<file path="src/hw/vmem_settings.svh">
`ifndef VMEM_SETTINGS_SVH
`define VMEM_SETTINGS_SVH

// AXI byte address width
`define VMEM_ADDR_W 32

// AXI data bus and stream width
`define VMEM_DATA_W 32

// Width of the transfer byte count from the vector core
`define VMEM_XFER_W 32

// Longest burst issued on the AXI bus, in beats
`define VMEM_MAX_BURST 16

`endif

</file>
<file path="src/hw/vmem_pkg.sv">
`include "vmem_settings.svh"

package vmem_pkg;

   typedef logic [`VMEM_ADDR_W-1:0]   addr_t;
   typedef logic [`VMEM_DATA_W-1:0]   data_t;
   typedef logic [`VMEM_DATA_W/8-1:0] strb_t;
   typedef logic [`VMEM_XFER_W-1:0]   xfer_size_t;

   // AXI len field holds beats minus one
   typedef logic [7:0]                axi_len_t;

   // Burst splitter FSM
   typedef enum logic {IDLE, EMIT} split_state_e;

   // Write engine FSM, one burst at a time
   typedef enum logic [1:0] {ADDR, DATA, WAIT_B} wr_state_e;

endpackage

</file>
<file path="src/hw/vmem_burst_if.sv">
interface vmem_burst_if;

   logic                 valid;
   logic                 ready;
   vmem_pkg::addr_t      addr;
   vmem_pkg::axi_len_t   len;
   // Final burst of the whole transfer
   logic                 last;

   modport splitter (
      output valid, addr, len, last,
      input  ready
   );

   modport engine (
      input  valid, addr, len, last,
      output ready
   );

endinterface

</file>
<file path="src/hw/vmem_burst_splitter.sv">
`include "vmem_settings.svh"

module vmem_burst_splitter (
   input  logic                 clk,
   input  logic                 arst_n_i,
   input  logic                 start_i,
   input  vmem_pkg::addr_t      addr_i,
   input  vmem_pkg::xfer_size_t size_i,
   input  logic                 done_i,
   output logic                 busy_o,
   vmem_burst_if.splitter       burst_o
);

   vmem_pkg::split_state_e state_q;
   vmem_pkg::addr_t        cur_addr_q;
   vmem_pkg::xfer_size_t   rem_beats_q;
   vmem_pkg::xfer_size_t   page_beats;
   vmem_pkg::xfer_size_t   beats;
   logic                   accept;
   logic                   burst_hs;

   assign accept   = start_i && !busy_o;
   assign burst_hs = burst_o.valid && burst_o.ready;

   // Beats left before the next 4 KB page
   assign page_beats =
      vmem_pkg::xfer_size_t'((13'h1000 - {1'b0, cur_addr_q[11:0]}) >> 2);

   // Smallest of remaining, max burst and page limit
   always_comb begin
      beats = rem_beats_q;
      if (beats > vmem_pkg::xfer_size_t'(`VMEM_MAX_BURST)) begin
         beats = vmem_pkg::xfer_size_t'(`VMEM_MAX_BURST);
      end
      if (beats > page_beats) begin
         beats = page_beats;
      end
   end

   assign burst_o.valid = (state_q == vmem_pkg::EMIT);
   assign burst_o.addr  = cur_addr_q;
   assign burst_o.len   = vmem_pkg::axi_len_t'(beats - vmem_pkg::xfer_size_t'(1));
   assign burst_o.last  = (rem_beats_q == beats);

   always_ff @(posedge clk or negedge arst_n_i) begin
      if (!arst_n_i) begin
         state_q <= vmem_pkg::IDLE;
         busy_o  <= 1'b0;
      end else begin
         case (state_q)
            vmem_pkg::IDLE: begin
               if (accept) begin
                  state_q <= vmem_pkg::EMIT;
               end
            end
            vmem_pkg::EMIT: begin
               if (burst_hs && burst_o.last) begin
                  state_q <= vmem_pkg::IDLE;
               end
            end
            default: state_q <= vmem_pkg::IDLE;
         endcase
         // Busy holds until the engine reports the end
         if (accept) begin
            busy_o <= 1'b1;
         end else if (done_i) begin
            busy_o <= 1'b0;
         end
      end
   end

   always_ff @(posedge clk) begin
      if (accept) begin
         cur_addr_q  <= addr_i;
         rem_beats_q <= size_i >> 2;
      end else if (burst_hs) begin
         cur_addr_q  <= cur_addr_q + (vmem_pkg::addr_t'(beats) << 2);
         rem_beats_q <= rem_beats_q - beats;
      end
   end

endmodule

</file>
<file path="src/hw/vmem_rd_engine.sv">
module vmem_rd_engine (
   input  logic               clk,
   input  logic               arst_n_i,
   vmem_burst_if.engine       burst_i,
   output logic               m_axi_arvalid_o,
   input  logic               m_axi_arready_i,
   output vmem_pkg::addr_t    m_axi_araddr_o,
   output vmem_pkg::axi_len_t m_axi_arlen_o,
   input  logic               m_axi_rvalid_i,
   output logic               m_axi_rready_o,
   input  vmem_pkg::data_t    m_axi_rdata_i,
   input  logic               m_axi_rlast_i,
   output logic               rd_tvalid_o,
   input  logic               rd_tready_i,
   output vmem_pkg::data_t    rd_tdata_o,
   output logic               rd_tlast_o,
   output logic               done_o
);

   vmem_pkg::xfer_size_t open_cnt_q;
   logic                 final_seen_q;
   logic                 burst_hs;
   logic                 rlast_hs;

   // One pending AR at a time
   assign burst_i.ready = !m_axi_arvalid_o;
   assign burst_hs      = burst_i.valid && burst_i.ready;
   assign rlast_hs      = m_axi_rvalid_i && rd_tready_i && m_axi_rlast_i;

   // R channel goes straight to the stream
   assign rd_tvalid_o    = m_axi_rvalid_i;
   assign rd_tdata_o     = m_axi_rdata_i;
   assign m_axi_rready_o = rd_tready_i;

   // Only the final burst left open, so this rlast ends the transfer
   assign rd_tlast_o = m_axi_rlast_i && final_seen_q
                       && (open_cnt_q == vmem_pkg::xfer_size_t'(1));

   always_ff @(posedge clk or negedge arst_n_i) begin
      if (!arst_n_i) begin
         m_axi_arvalid_o <= 1'b0;
         open_cnt_q      <= '0;
         final_seen_q    <= 1'b0;
         done_o          <= 1'b0;
      end else begin
         if (burst_hs) begin
            m_axi_arvalid_o <= 1'b1;
         end else if (m_axi_arready_i) begin
            m_axi_arvalid_o <= 1'b0;
         end
         if (burst_hs && !rlast_hs) begin
            open_cnt_q <= open_cnt_q + vmem_pkg::xfer_size_t'(1);
         end else if (rlast_hs && !burst_hs) begin
            open_cnt_q <= open_cnt_q - vmem_pkg::xfer_size_t'(1);
         end
         if (burst_hs && burst_i.last) begin
            final_seen_q <= 1'b1;
         end else if (rlast_hs && rd_tlast_o) begin
            final_seen_q <= 1'b0;
         end
         done_o <= rlast_hs && rd_tlast_o;
      end
   end

   always_ff @(posedge clk) begin
      if (burst_hs) begin
         m_axi_araddr_o <= burst_i.addr;
         m_axi_arlen_o  <= burst_i.len;
      end
   end

endmodule

</file>
<file path="src/hw/vmem_wr_engine.sv">
module vmem_wr_engine (
   input  logic               clk,
   input  logic               arst_n_i,
   vmem_burst_if.engine       burst_i,
   output logic               m_axi_awvalid_o,
   input  logic               m_axi_awready_i,
   output vmem_pkg::addr_t    m_axi_awaddr_o,
   output vmem_pkg::axi_len_t m_axi_awlen_o,
   output logic               m_axi_wvalid_o,
   input  logic               m_axi_wready_i,
   output vmem_pkg::data_t    m_axi_wdata_o,
   output vmem_pkg::strb_t    m_axi_wstrb_o,
   output logic               m_axi_wlast_o,
   input  logic               m_axi_bvalid_i,
   output logic               m_axi_bready_o,
   input  logic               wr_tvalid_i,
   output logic               wr_tready_o,
   input  vmem_pkg::data_t    wr_tdata_i,
   output logic               done_o
);

   vmem_pkg::wr_state_e state_q;
   vmem_pkg::axi_len_t  beat_cnt_q;
   logic                last_q;
   logic                burst_hs;
   logic                w_hs;
   logic                in_data;

   assign in_data  = (state_q == vmem_pkg::DATA);
   assign burst_hs = burst_i.valid && burst_i.ready;
   assign w_hs     = m_axi_wvalid_o && m_axi_wready_i;

   // New burst only while no address is pending
   assign burst_i.ready = (state_q == vmem_pkg::ADDR) && !m_axi_awvalid_o;

   // Stream feeds W directly during the data phase
   assign m_axi_wvalid_o = in_data && wr_tvalid_i;
   assign wr_tready_o    = in_data && m_axi_wready_i;
   assign m_axi_wdata_o  = wr_tdata_i;
   assign m_axi_wstrb_o  = '1;
   assign m_axi_wlast_o  = (beat_cnt_q == m_axi_awlen_o);
   assign m_axi_bready_o = (state_q == vmem_pkg::WAIT_B);

   always_ff @(posedge clk or negedge arst_n_i) begin
      if (!arst_n_i) begin
         state_q         <= vmem_pkg::ADDR;
         m_axi_awvalid_o <= 1'b0;
         beat_cnt_q      <= '0;
         done_o          <= 1'b0;
      end else begin
         done_o <= 1'b0;
         case (state_q)
            vmem_pkg::ADDR: begin
               if (burst_hs) begin
                  m_axi_awvalid_o <= 1'b1;
               end else if (m_axi_awvalid_o && m_axi_awready_i) begin
                  m_axi_awvalid_o <= 1'b0;
                  beat_cnt_q      <= '0;
                  state_q         <= vmem_pkg::DATA;
               end
            end
            vmem_pkg::DATA: begin
               if (w_hs) begin
                  beat_cnt_q <= beat_cnt_q + 8'd1;
                  if (m_axi_wlast_o) begin
                     state_q <= vmem_pkg::WAIT_B;
                  end
               end
            end
            vmem_pkg::WAIT_B: begin
               if (m_axi_bvalid_i) begin
                  // Response of the final burst closes the transfer
                  done_o  <= last_q;
                  state_q <= vmem_pkg::ADDR;
               end
            end
            default: state_q <= vmem_pkg::ADDR;
         endcase
      end
   end

   always_ff @(posedge clk) begin
      if (burst_hs) begin
         m_axi_awaddr_o <= burst_i.addr;
         m_axi_awlen_o  <= burst_i.len;
         last_q         <= burst_i.last;
      end
   end

endmodule

</file>
<file path="src/hw/vmem_axim_ctrl.sv">
module vmem_axim_ctrl (
   input  logic                 clk,
   input  logic                 arst_n_i,
   // AXI4 master
   output logic                 m_axi_awvalid_o,
   input  logic                 m_axi_awready_i,
   output vmem_pkg::addr_t      m_axi_awaddr_o,
   output vmem_pkg::axi_len_t   m_axi_awlen_o,
   output logic                 m_axi_wvalid_o,
   input  logic                 m_axi_wready_i,
   output vmem_pkg::data_t      m_axi_wdata_o,
   output vmem_pkg::strb_t      m_axi_wstrb_o,
   output logic                 m_axi_wlast_o,
   input  logic                 m_axi_bvalid_i,
   output logic                 m_axi_bready_o,
   output logic                 m_axi_arvalid_o,
   input  logic                 m_axi_arready_i,
   output vmem_pkg::addr_t      m_axi_araddr_o,
   output vmem_pkg::axi_len_t   m_axi_arlen_o,
   input  logic                 m_axi_rvalid_i,
   output logic                 m_axi_rready_o,
   input  vmem_pkg::data_t      m_axi_rdata_i,
   input  logic                 m_axi_rlast_i,
   // Vector core read side
   input  logic                 ctrl_rstart_i,
   input  vmem_pkg::addr_t      ctrl_raddr_offset_i,
   input  vmem_pkg::xfer_size_t ctrl_rxfer_size_i,
   output logic                 ctrl_rbusy_o,
   output logic                 ctrl_rdone_o,
   output logic                 rd_tvalid_o,
   input  logic                 rd_tready_i,
   output vmem_pkg::data_t      rd_tdata_o,
   output logic                 rd_tlast_o,
   // Vector core write side
   input  logic                 ctrl_wstart_i,
   input  vmem_pkg::addr_t      ctrl_waddr_offset_i,
   input  vmem_pkg::xfer_size_t ctrl_wxfer_size_i,
   output logic                 ctrl_wbusy_o,
   output logic                 ctrl_wdone_o,
   input  logic                 wr_tvalid_i,
   output logic                 wr_tready_o,
   input  vmem_pkg::data_t      wr_tdata_i
);

   vmem_burst_if rd_burst ();
   vmem_burst_if wr_burst ();

   vmem_burst_splitter rd_split_i (
      .clk      (clk),
      .arst_n_i (arst_n_i),
      .start_i  (ctrl_rstart_i),
      .addr_i   (ctrl_raddr_offset_i),
      .size_i   (ctrl_rxfer_size_i),
      .done_i   (ctrl_rdone_o),
      .busy_o   (ctrl_rbusy_o),
      .burst_o  (rd_burst.splitter)
   );

   vmem_rd_engine rd_engine_i (
      .clk             (clk),
      .arst_n_i        (arst_n_i),
      .burst_i         (rd_burst.engine),
      .m_axi_arvalid_o (m_axi_arvalid_o),
      .m_axi_arready_i (m_axi_arready_i),
      .m_axi_araddr_o  (m_axi_araddr_o),
      .m_axi_arlen_o   (m_axi_arlen_o),
      .m_axi_rvalid_i  (m_axi_rvalid_i),
      .m_axi_rready_o  (m_axi_rready_o),
      .m_axi_rdata_i   (m_axi_rdata_i),
      .m_axi_rlast_i   (m_axi_rlast_i),
      .rd_tvalid_o     (rd_tvalid_o),
      .rd_tready_i     (rd_tready_i),
      .rd_tdata_o      (rd_tdata_o),
      .rd_tlast_o      (rd_tlast_o),
      .done_o          (ctrl_rdone_o)
   );

   vmem_burst_splitter wr_split_i (
      .clk      (clk),
      .arst_n_i (arst_n_i),
      .start_i  (ctrl_wstart_i),
      .addr_i   (ctrl_waddr_offset_i),
      .size_i   (ctrl_wxfer_size_i),
      .done_i   (ctrl_wdone_o),
      .busy_o   (ctrl_wbusy_o),
      .burst_o  (wr_burst.splitter)
   );

   vmem_wr_engine wr_engine_i (
      .clk             (clk),
      .arst_n_i        (arst_n_i),
      .burst_i         (wr_burst.engine),
      .m_axi_awvalid_o (m_axi_awvalid_o),
      .m_axi_awready_i (m_axi_awready_i),
      .m_axi_awaddr_o  (m_axi_awaddr_o),
      .m_axi_awlen_o   (m_axi_awlen_o),
      .m_axi_wvalid_o  (m_axi_wvalid_o),
      .m_axi_wready_i  (m_axi_wready_i),
      .m_axi_wdata_o   (m_axi_wdata_o),
      .m_axi_wstrb_o   (m_axi_wstrb_o),
      .m_axi_wlast_o   (m_axi_wlast_o),
      .m_axi_bvalid_i  (m_axi_bvalid_i),
      .m_axi_bready_o  (m_axi_bready_o),
      .wr_tvalid_i     (wr_tvalid_i),
      .wr_tready_o     (wr_tready_o),
      .wr_tdata_i      (wr_tdata_i),
      .done_o          (ctrl_wdone_o)
   );

endmodule

</file>
<file path="config.mk">
export PLATFORM = sky130hd
export DESIGN_NAME = vmem_axim_ctrl
export DESIGN_NICKNAME = d
export VERILOG_FILES = /design/src/hw/vmem_pkg.sv /design/src/hw/vmem_burst_if.sv /design/src/hw/vmem_burst_splitter.sv /design/src/hw/vmem_rd_engine.sv /design/src/hw/vmem_wr_engine.sv /design/src/hw/vmem_axim_ctrl.sv
export VERILOG_INCLUDE_DIRS = /design/src /design/src/hw
export SDC_FILE = /design/constraint.sdc
export NUM_CORES = 1
export LEC_CHECK = 0
export BUFFER_PORTS_ARGS = -buffer_cell sky130_fd_sc_hd__buf_2
export CAP_MARGIN = 20
export CORE_MARGIN = 4
export CORE_UTILIZATION = 50
export DETAILED_ROUTE_END_ITERATION = 8
export GPL_TIMING_DRIVEN = 0
export PLACE_DENSITY = 0.74
export SETUP_SLACK_MARGIN = 0.02
export SKIP_LAST_GASP = 1
export SYNTH_ARGS = -nofsm -noshare
export SYNTH_HDL_FRONTEND = slang
export SYNTH_SLANG_ARGS = --single-unit
</file>
<file path="constraint.sdc">
create_clock -name clk -period 10.7 [get_ports clk]
set_input_delay 2.14 -clock clk [delete_from_list [all_inputs] [get_ports clk]]
set_output_delay 2.14 -clock clk [all_outputs]
set_load 0.01 [all_outputs]
</file>
==> Word level (Yosys, flattened, before mapping) <==
Index checks and enable logic that the tools add are counted.
{ "op_classes": {"n_mux": 42, "n_bitwise": 2, "eq_ne": 11, "magnitude_cmp": 4, "div_mod_pow": 0, "n_mul": 0, "reduce_logical": 37, "shifts": 0, "n_addsub": 11} }
{ "ops": {"columns": ["op", "n"], "rows": [
  ["32-bit two-way mux", 10],
  ["30-bit two-way mux", 4],
  ["32-bit adder", 2],
  ["32-bit == test", 2],
  ["32-bit by 30-bit greater-than comparator with 1-bit output", 2],
  ["32-bit by 5-bit greater-than comparator with 1-bit output, second input constant", 2],
  ["32-bit subtractor", 2],
  ["32-bit by 1-bit adder with 32-bit output, second input constant", 1],
  ["32-bit by 1-bit == test with 1-bit output, second input constant", 1],
  ["32-bit by 1-bit subtractor with 32-bit output, second input constant", 1],
  ["13-bit by 12-bit subtractor with 14-bit output, first input constant", 2],
  ["8-bit two-way mux", 3],
  ["1-bit logical AND", 18],
  ["2-bit nonzero test", 9],
  ["1-bit two-way mux", 16],
  ["8-bit one-hot mux with 2 select lines", 1],
  ["8-bit by 1-bit subtractor with 8-bit output, second input constant", 2],
  ["2-bit two-way mux", 5],
  ["8-bit by 1-bit adder with 8-bit output, second input constant", 1],
  ["8-bit == test", 1],
  ["2-bit != test, second input constant", 4],
  ["1-bit zero test", 6],
  ["2-bit one-hot mux with 3 select lines", 1],
  ["5-bit AND reduction", 1],
  ["8 further kinds", 10]
]} }
{ "totals": {"ff_bits": 260, "latchBits": 0, "wordCells": 130, "mem_bits_rw": 0, "mem_bits_ro": 0, "mem_count": 0, "output_inout_bits": 161} }

==> Logic depth before layout (Yosys ltp) <==
{ "logic_depth": {"word_depth": 8, "ltp_mapped": 31} }

==> By module <==
A second synthesis with hierarchy kept.
{ "hier_totals": {"cells_unflattened": 1959, "hier_area_um2": 18674.2} }
{ "by_module_without_submodules": {"columns": ["mod", "n_inst", "seq_area_each_um2", "cells_each", "area_each_um2"], "rows": [
  ["vmem_burst_splitter (wr_split_i)", 1, 1951.9, 752, 6432.4],
  ["vmem_burst_splitter (rd_split_i)", 1, 1951.9, 729, 6298.5],
  ["vmem_rd_engine", 1, 2077.0, 323, 3666.0],
  ["vmem_wr_engine", 1, 1531.5, 155, 2277.2]
]} }

==> Worst setup path before layout <==
Ideal clock, no wire load.
{ "synth_path": {"path_kind": "reg-to-reg", "startpoint": "register rd_split_i.cur_addr_q[0], in the netlist rd_split_i.burst_o.addr[0]", "endpoint": "register rd_split_i.rem_beats_q[28] (data pin)", "path_buffers": 1, "setup_ns": 0.269, "period_less_slack_ns": 6.097, "arrival_ns": 5.828, "slack_ns": 4.603, "path_stages_with_launch": 26, "t_required_ns": 10.431, "path_cell_list": "edfxtp_1 -> or3_1 -> nor4_1 -> nor2b_1 -> nand2b_1 -> nor4_1 -> xor2_1 -> ha_1 -> nand3_1 -> a211oi_1 -> or3_1 -> o31ai_1 -> buf_2 -> mux2_2 -> fa_1 -> a21oi_1 -> o21ai_0 -> a21oi_1 -> o21bai_1 -> a221oi_1 -> o211ai_1 -> a31oi_1 -> o21bai_1 -> a21oi_1 -> xor2_1 -> o21ai_0"} }
{ "synth_between": {"elab_chain_len": 6} }
{ "synth_lines": {"columns": ["item", "line_no", "text"], "rows": [
  ["start: declaration", "vmem_burst_splitter.sv:15", "vmem_pkg::addr_t cur_addr_q;"],
  ["start signal: assignment", "vmem_burst_splitter.sv:74", "cur_addr_q <= addr_i;"],
  ["start signal: assignment", "vmem_burst_splitter.sv:77", "cur_addr_q <= cur_addr_q + (vmem_pkg::addr_t'(beats) << 2);"],
  ["13-bit by 12-bit subtractor with 14-bit output *", "vmem_burst_splitter.sv:27", "vmem_pkg::xfer_size_t'((13'h1000 - {1'b0, cur_addr_q[11:0]}) >> 2);"],
  ["32-bit by 30-bit greater-than comparator with 1-bit output", "vmem_burst_splitter.sv:35", "if (beats > page_beats) begin"],
  ["32-bit two-way mux *", "vmem_burst_splitter.sv:35", null],
  ["32-bit subtractor *", "vmem_burst_splitter.sv:78", "rem_beats_q <= rem_beats_q - beats;"],
  ["30-bit two-way mux *", "vmem_burst_splitter.sv:76", "end else if (burst_hs) begin"],
  ["30-bit two-way mux *", "vmem_burst_splitter.sv:73", "if (accept) begin"],
  ["end signal: assignment", "vmem_burst_splitter.sv:75", "rem_beats_q <= size_i >> 2;"],
  ["end signal: assignment", "vmem_burst_splitter.sv:78", null],
  ["end: declaration", "vmem_burst_splitter.sv:16", "vmem_pkg::xfer_size_t rem_beats_q;"]
]} }
Every way passes the cells marked *; elsewhere a longest branch is shown, timed or not. The select of a mux whose other input is x is not followed.
A chain may end at the register's enable or synchronous reset.

==> Worst setup path after layout <==
{ "layout_path": {"startpoint": "register rd_split_i.cur_addr_q[0], in the netlist rd_split_i.burst_o.addr[0]", "endpoint": "register rd_split_i.cur_addr_q[31], in the netlist rd_split_i.burst_o.addr[31] (data pin)"} }
{ "layout_between": {"elab_chain_len": 6} }
{ "layout_lines": {"columns": ["item", "line_no"], "rows": [
  ["13-bit by 12-bit subtractor with 14-bit output", "vmem_burst_splitter.sv:27"],
  ["32-bit by 30-bit greater-than comparator with 1-bit output", "vmem_burst_splitter.sv:35"],
  ["32-bit two-way mux", "vmem_burst_splitter.sv:35"],
  ["32-bit adder *", "vmem_burst_splitter.sv:77"],
  ["32-bit two-way mux *", "vmem_burst_splitter.sv:76"],
  ["32-bit two-way mux *", "vmem_burst_splitter.sv:73"]
]} }
Marked as above.

==> impl_results.md <==
- Final setup viols: 0
- Synthesized area: around 18000 µm²
- Pleak: between 9 and 10 nW
- Commonest non-fill, non-tap cell in the layout: buf_2
- HP Start: wr_engine_i.done_o
- CP Buf/Inv Count: 1
- Core area: 35700 µm²
- Net Switching: 0.783 mW
- Util after Layout: about three fifths
- Combinational share of power: a little under a fifth
- IO Count: roughly 370
- Flop2flop setup slack: between 3000 and 4000 ps
- Initial core utilization: around 51%
- Post-route ant nets: 0
- Worst vdd ir: 0.138 mV
- Worst Path Required: roughly 11000 ps
- P_int: 2.01 mW
- Crit path kind: flip-flop to flip-flop
- Largest fanout on the critical path: 10
- Layout cell share with drive strength beyond 1: between 10% and 20%
- First-pass GRT wire length: 78300 µm
- DRC: 0
- Slowest stage cell, crit path: o311ai_0
- FF-to-FF Start: rd_split_i.burst_o.addr[0]
- Post-synth ARST share: 19.6%
- Die Height: 199 µm
- Sequential element share of the synthesized area: between 40% and 50%
- Routed len/inst: 17.8 µm
- Synthesized area per cell: 9.46 µm²
- Slew HR: 38.6%
- Total track usage: around a quarter
- Postcts setup bufs: 0
- RSZ-0062 raised after global routing: false
- Period utilization: slightly below 70%
- Worst Hold End: wr_split_i.busy_o
- Drt pass-1 iters: 7
- Final-report hold violation count: 0
- Worst Setup End Kind: flip-flop
- Die footprint: between 30000 and 40000 µm²
- Initial antenna violation count: 5
- Clk buf depth: 3
- CTS tree: yes
- H-tree depth: 1
- Yosys warns: 0
- Number of port buffers: 292
- Hold depth: 1
- Cts repair resizes: 0
- Fin crit period: between 7000 and 8000 ps
- FP Rows: 69
- Number of max-cap violations: 0
- Distinct cell type count after synthesis: 77
- Seq pwr share: 44.4%
- Max Clock Freq: 0.135 GHz
- Starting DRT DRC Count: ~1000
- Fin cells: between 2000 and 3000
- RePlAce Congestion: 0.919
- Min-Delay Path Class: flip-flop to flip-flop
- Placed insts: approximately 2800
- Reg2reg end: rd_split_i.burst_o.addr[31]
- Detailed Route WL: roughly 51000 µm
- Vias per cell: approximately 5.7
- CP peak stage delay: 680 ps
- Inserted Clock Buffers: 30
- Final setup margin: between 3000 and 4000 ps
- Largest net degree at the start of global routing: 61
- Hold_buf cts: 0
- Worst-path clk slew: ~60 ps
- CP Launch Point: rd_split_i.burst_o.addr[0]
- Total gr overflow: 0
- Die W: 199 µm
- Switching Share: 28.0%
- Worst setup SP type: flip-flop
- Total clock sinks: 260
- Final nets: around 2700
- Slew Viols, Final: 0
- Number of global-route vias before repair: 15200
- Clk Latency, worst-skew pair: between 500 and 600 ps
- Cell family with most CP delay: compound AO/OA/AOI/OAI gates
- Ys flop type: edfxtp_1
- Total negative slack: 0 ps
- Clk_skew: about 12 ps
- Synth Instances: roughly 1900
- Status: complete, no violations
- DR vias: 16000
- Commonest non-fill, non-tap cells in the layout: buf_2, edfxtp_1, a21oi_1
- Power share of the clock group: 37.1%
- Post-DP HPWL: between 30000 and 40000 µm
- Critical path arrival: 7720 ps
- EDFF count, synth: a little over 200
- Register bit total from synthesis: 260
- Worst Max-Slew Pin Slew: around 920 ps
- Root buf cell: clkbuf_16
- Pre-CTS setup slack: 3450 ps
- Crit-path most repeated cell: o21ai_0
- Cells on worst reg2reg path: 25
- Layout area overhead: 19.2%
- PD cells: approximately 130 nW/µm²
-- sequential cells by signal (all words and copies together) (netlist names) --
| signal | cells |
|---|---|
| rd_engine_i.m_axi_arlen_o | 8 |
| rd_engine_i.m_axi_araddr_o | 32 |
| rd_engine_i.done_o | 1 |
| rd_split_i.busy_o | 1 |
| wr_engine_i.m_axi_awlen_o | 8 |
| rd_engine_i.final_seen_q | 1 |
| rd_split_i.burst_o.addr | 32 |
| wr_split_i.burst_o.valid | 1 |
| wr_engine_i.m_axi_awvalid_o | 1 |
| wr_engine_i.state_q | 2 |
| wr_engine_i.beat_cnt_q | 8 |
| rd_split_i.rem_beats_q | 32 |
| wr_split_i.rem_beats_q | 32 |
| rd_split_i.burst_o.valid | 1 |
| wr_engine_i.done_o | 1 |
| wr_engine_i.last_q | 1 |
| wr_split_i.busy_o | 1 |
| rd_engine_i.open_cnt_q | 32 |
| rd_engine_i.m_axi_arvalid_o | 1 |
| wr_split_i.burst_o.addr | 32 |
| wr_engine_i.m_axi_awaddr_o | 32 |
-- kinds of logic (layout without fill, tap and decap cells) --
| group | Yosys count | count (layout) | share of synthesized area [%] |
|---|---|---|---|
| and+or+nand+nor | 620 | 620 | 16.4 |
| AOI/OAI and AO/OA | 502 | 502 | 17.0 |
| DFF | 260 | 260 | 41.2 |
| buffers and inverters | 210 | 563 | 5.82 |
| xor gates and xnor gates | 169 | 169 | 8.12 |
| adders and majority gates | 152 | 152 | 10.6 |
| muxes | 12 | 12 | 0.707 |
| other | 2 | 97 | 0.0412 |
-- through the flow --
| step | area (µm²) | hold WS (ps) | total power, mW |
|---|---|---|---|
| 5_1_grt | 21700 | 462 | 2.93 |
| 2_1_floorplan | 18600 | 424 | 1.62 |
| 3_5_place_dp | 20700 | 444 | 1.77 |
| 4_1_cts | 21700 | 458 | 2.81 |
| 6_report | 21700 | 450 | 2.80 |
| 3_3_place_gp | 20600 | 441 | 1.75 |
-- layout make-up --
class / instances / area [µm²]
plain buffers: 122 / 729
clock buffers: 43 / 851
diodes: 5 / 12.5
multi-input cells: 1547 / 10000
inverters: 88 / 330
clock inverters: 13 / 136
repair buffers: 297 / 1560
flip-flops and latches: 260 / 7510
well taps: 461 / 577
fillers: 3114 / 14000
-- how the worst max path moves through the flow --
stage                             endpoint  cells after the start  slack [ps]
2_1_floorplan   rd_split_i.rem_beats_q[28]                     25        4600
3_3_place_gp    wr_split_i.burst_o.addr[5]                      5        2760
3_5_place_dp    rd_split_i.rem_beats_q[28]                     28        3450
4_1_cts         rd_split_i.rem_beats_q[28]                     28        3420
5_1_grt         rd_split_i.rem_beats_q[28]                     28        2800
6_report       rd_split_i.burst_o.addr[31]                     25        3280
-- Yosys cell counts, types with 4 or more instances --
cell type  count  share of area [%]
a211o_1        5               0.24
a211oi_1      14               0.58
a21boi_0       5               0.21
a21o_1        50                2.1
a21oi_1      181                5.0
a221oi_1       5               0.24
a31oi_1       13               0.45
and2_1        18               0.62
and3_1        21               0.72
and4_1         4               0.19
buf_1          7               0.14
buf_4         70                2.9
clkbuf_1      43               0.89
dfrtp_1       51                7.0
dfxtp_1        4               0.44
edfxtp_1     205                 34
fa_1           4               0.44
ha_1         147                 10
inv_1         88                1.8
mux2i_1        8               0.44
nand2_1      175                3.6
nand2b_1      24               0.82
nand3_1       55                1.5
nand4_1       27               0.93
nand4b_1       4               0.19
nor2_1       153                3.2
nor2b_1       15               0.52
nor3_1        43                1.2
nor4_1        31                1.1
o211ai_1       9               0.37
o21a_1        10               0.41
o21ai_0      126                3.5
o21bai_1      28                1.2
o221ai_1       4               0.19
o31ai_1       10               0.41
o41ai_1        4               0.19
or2_2          7               0.24
or3_1         20               0.69
or4_1         10               0.41
xnor2_1       85                4.1
xor2_1        84                4.0
-- routing by layer --
layer	GRT usage [%]	vias up	routed length [µm]
li1	-	7739	-
met1	32.3	7571	20700
met2	41.5	630	24300
met3	3.40	94	3830
met4	7.83	0	1740
met5	0	-	0
-- power groups by stage --
stage	Sequential, mW	Combinational, mW	Clock, mW
CTS	1.24	0.512	1.06
detailed placement	1.26	0.507	0
global placement	1.26	0.493	0
global route	1.25	0.582	1.10
finish	1.24	0.518	1.04
floorplan	1.24	0.374	0
Note: power is estimated with default switching activity, not from simulation.
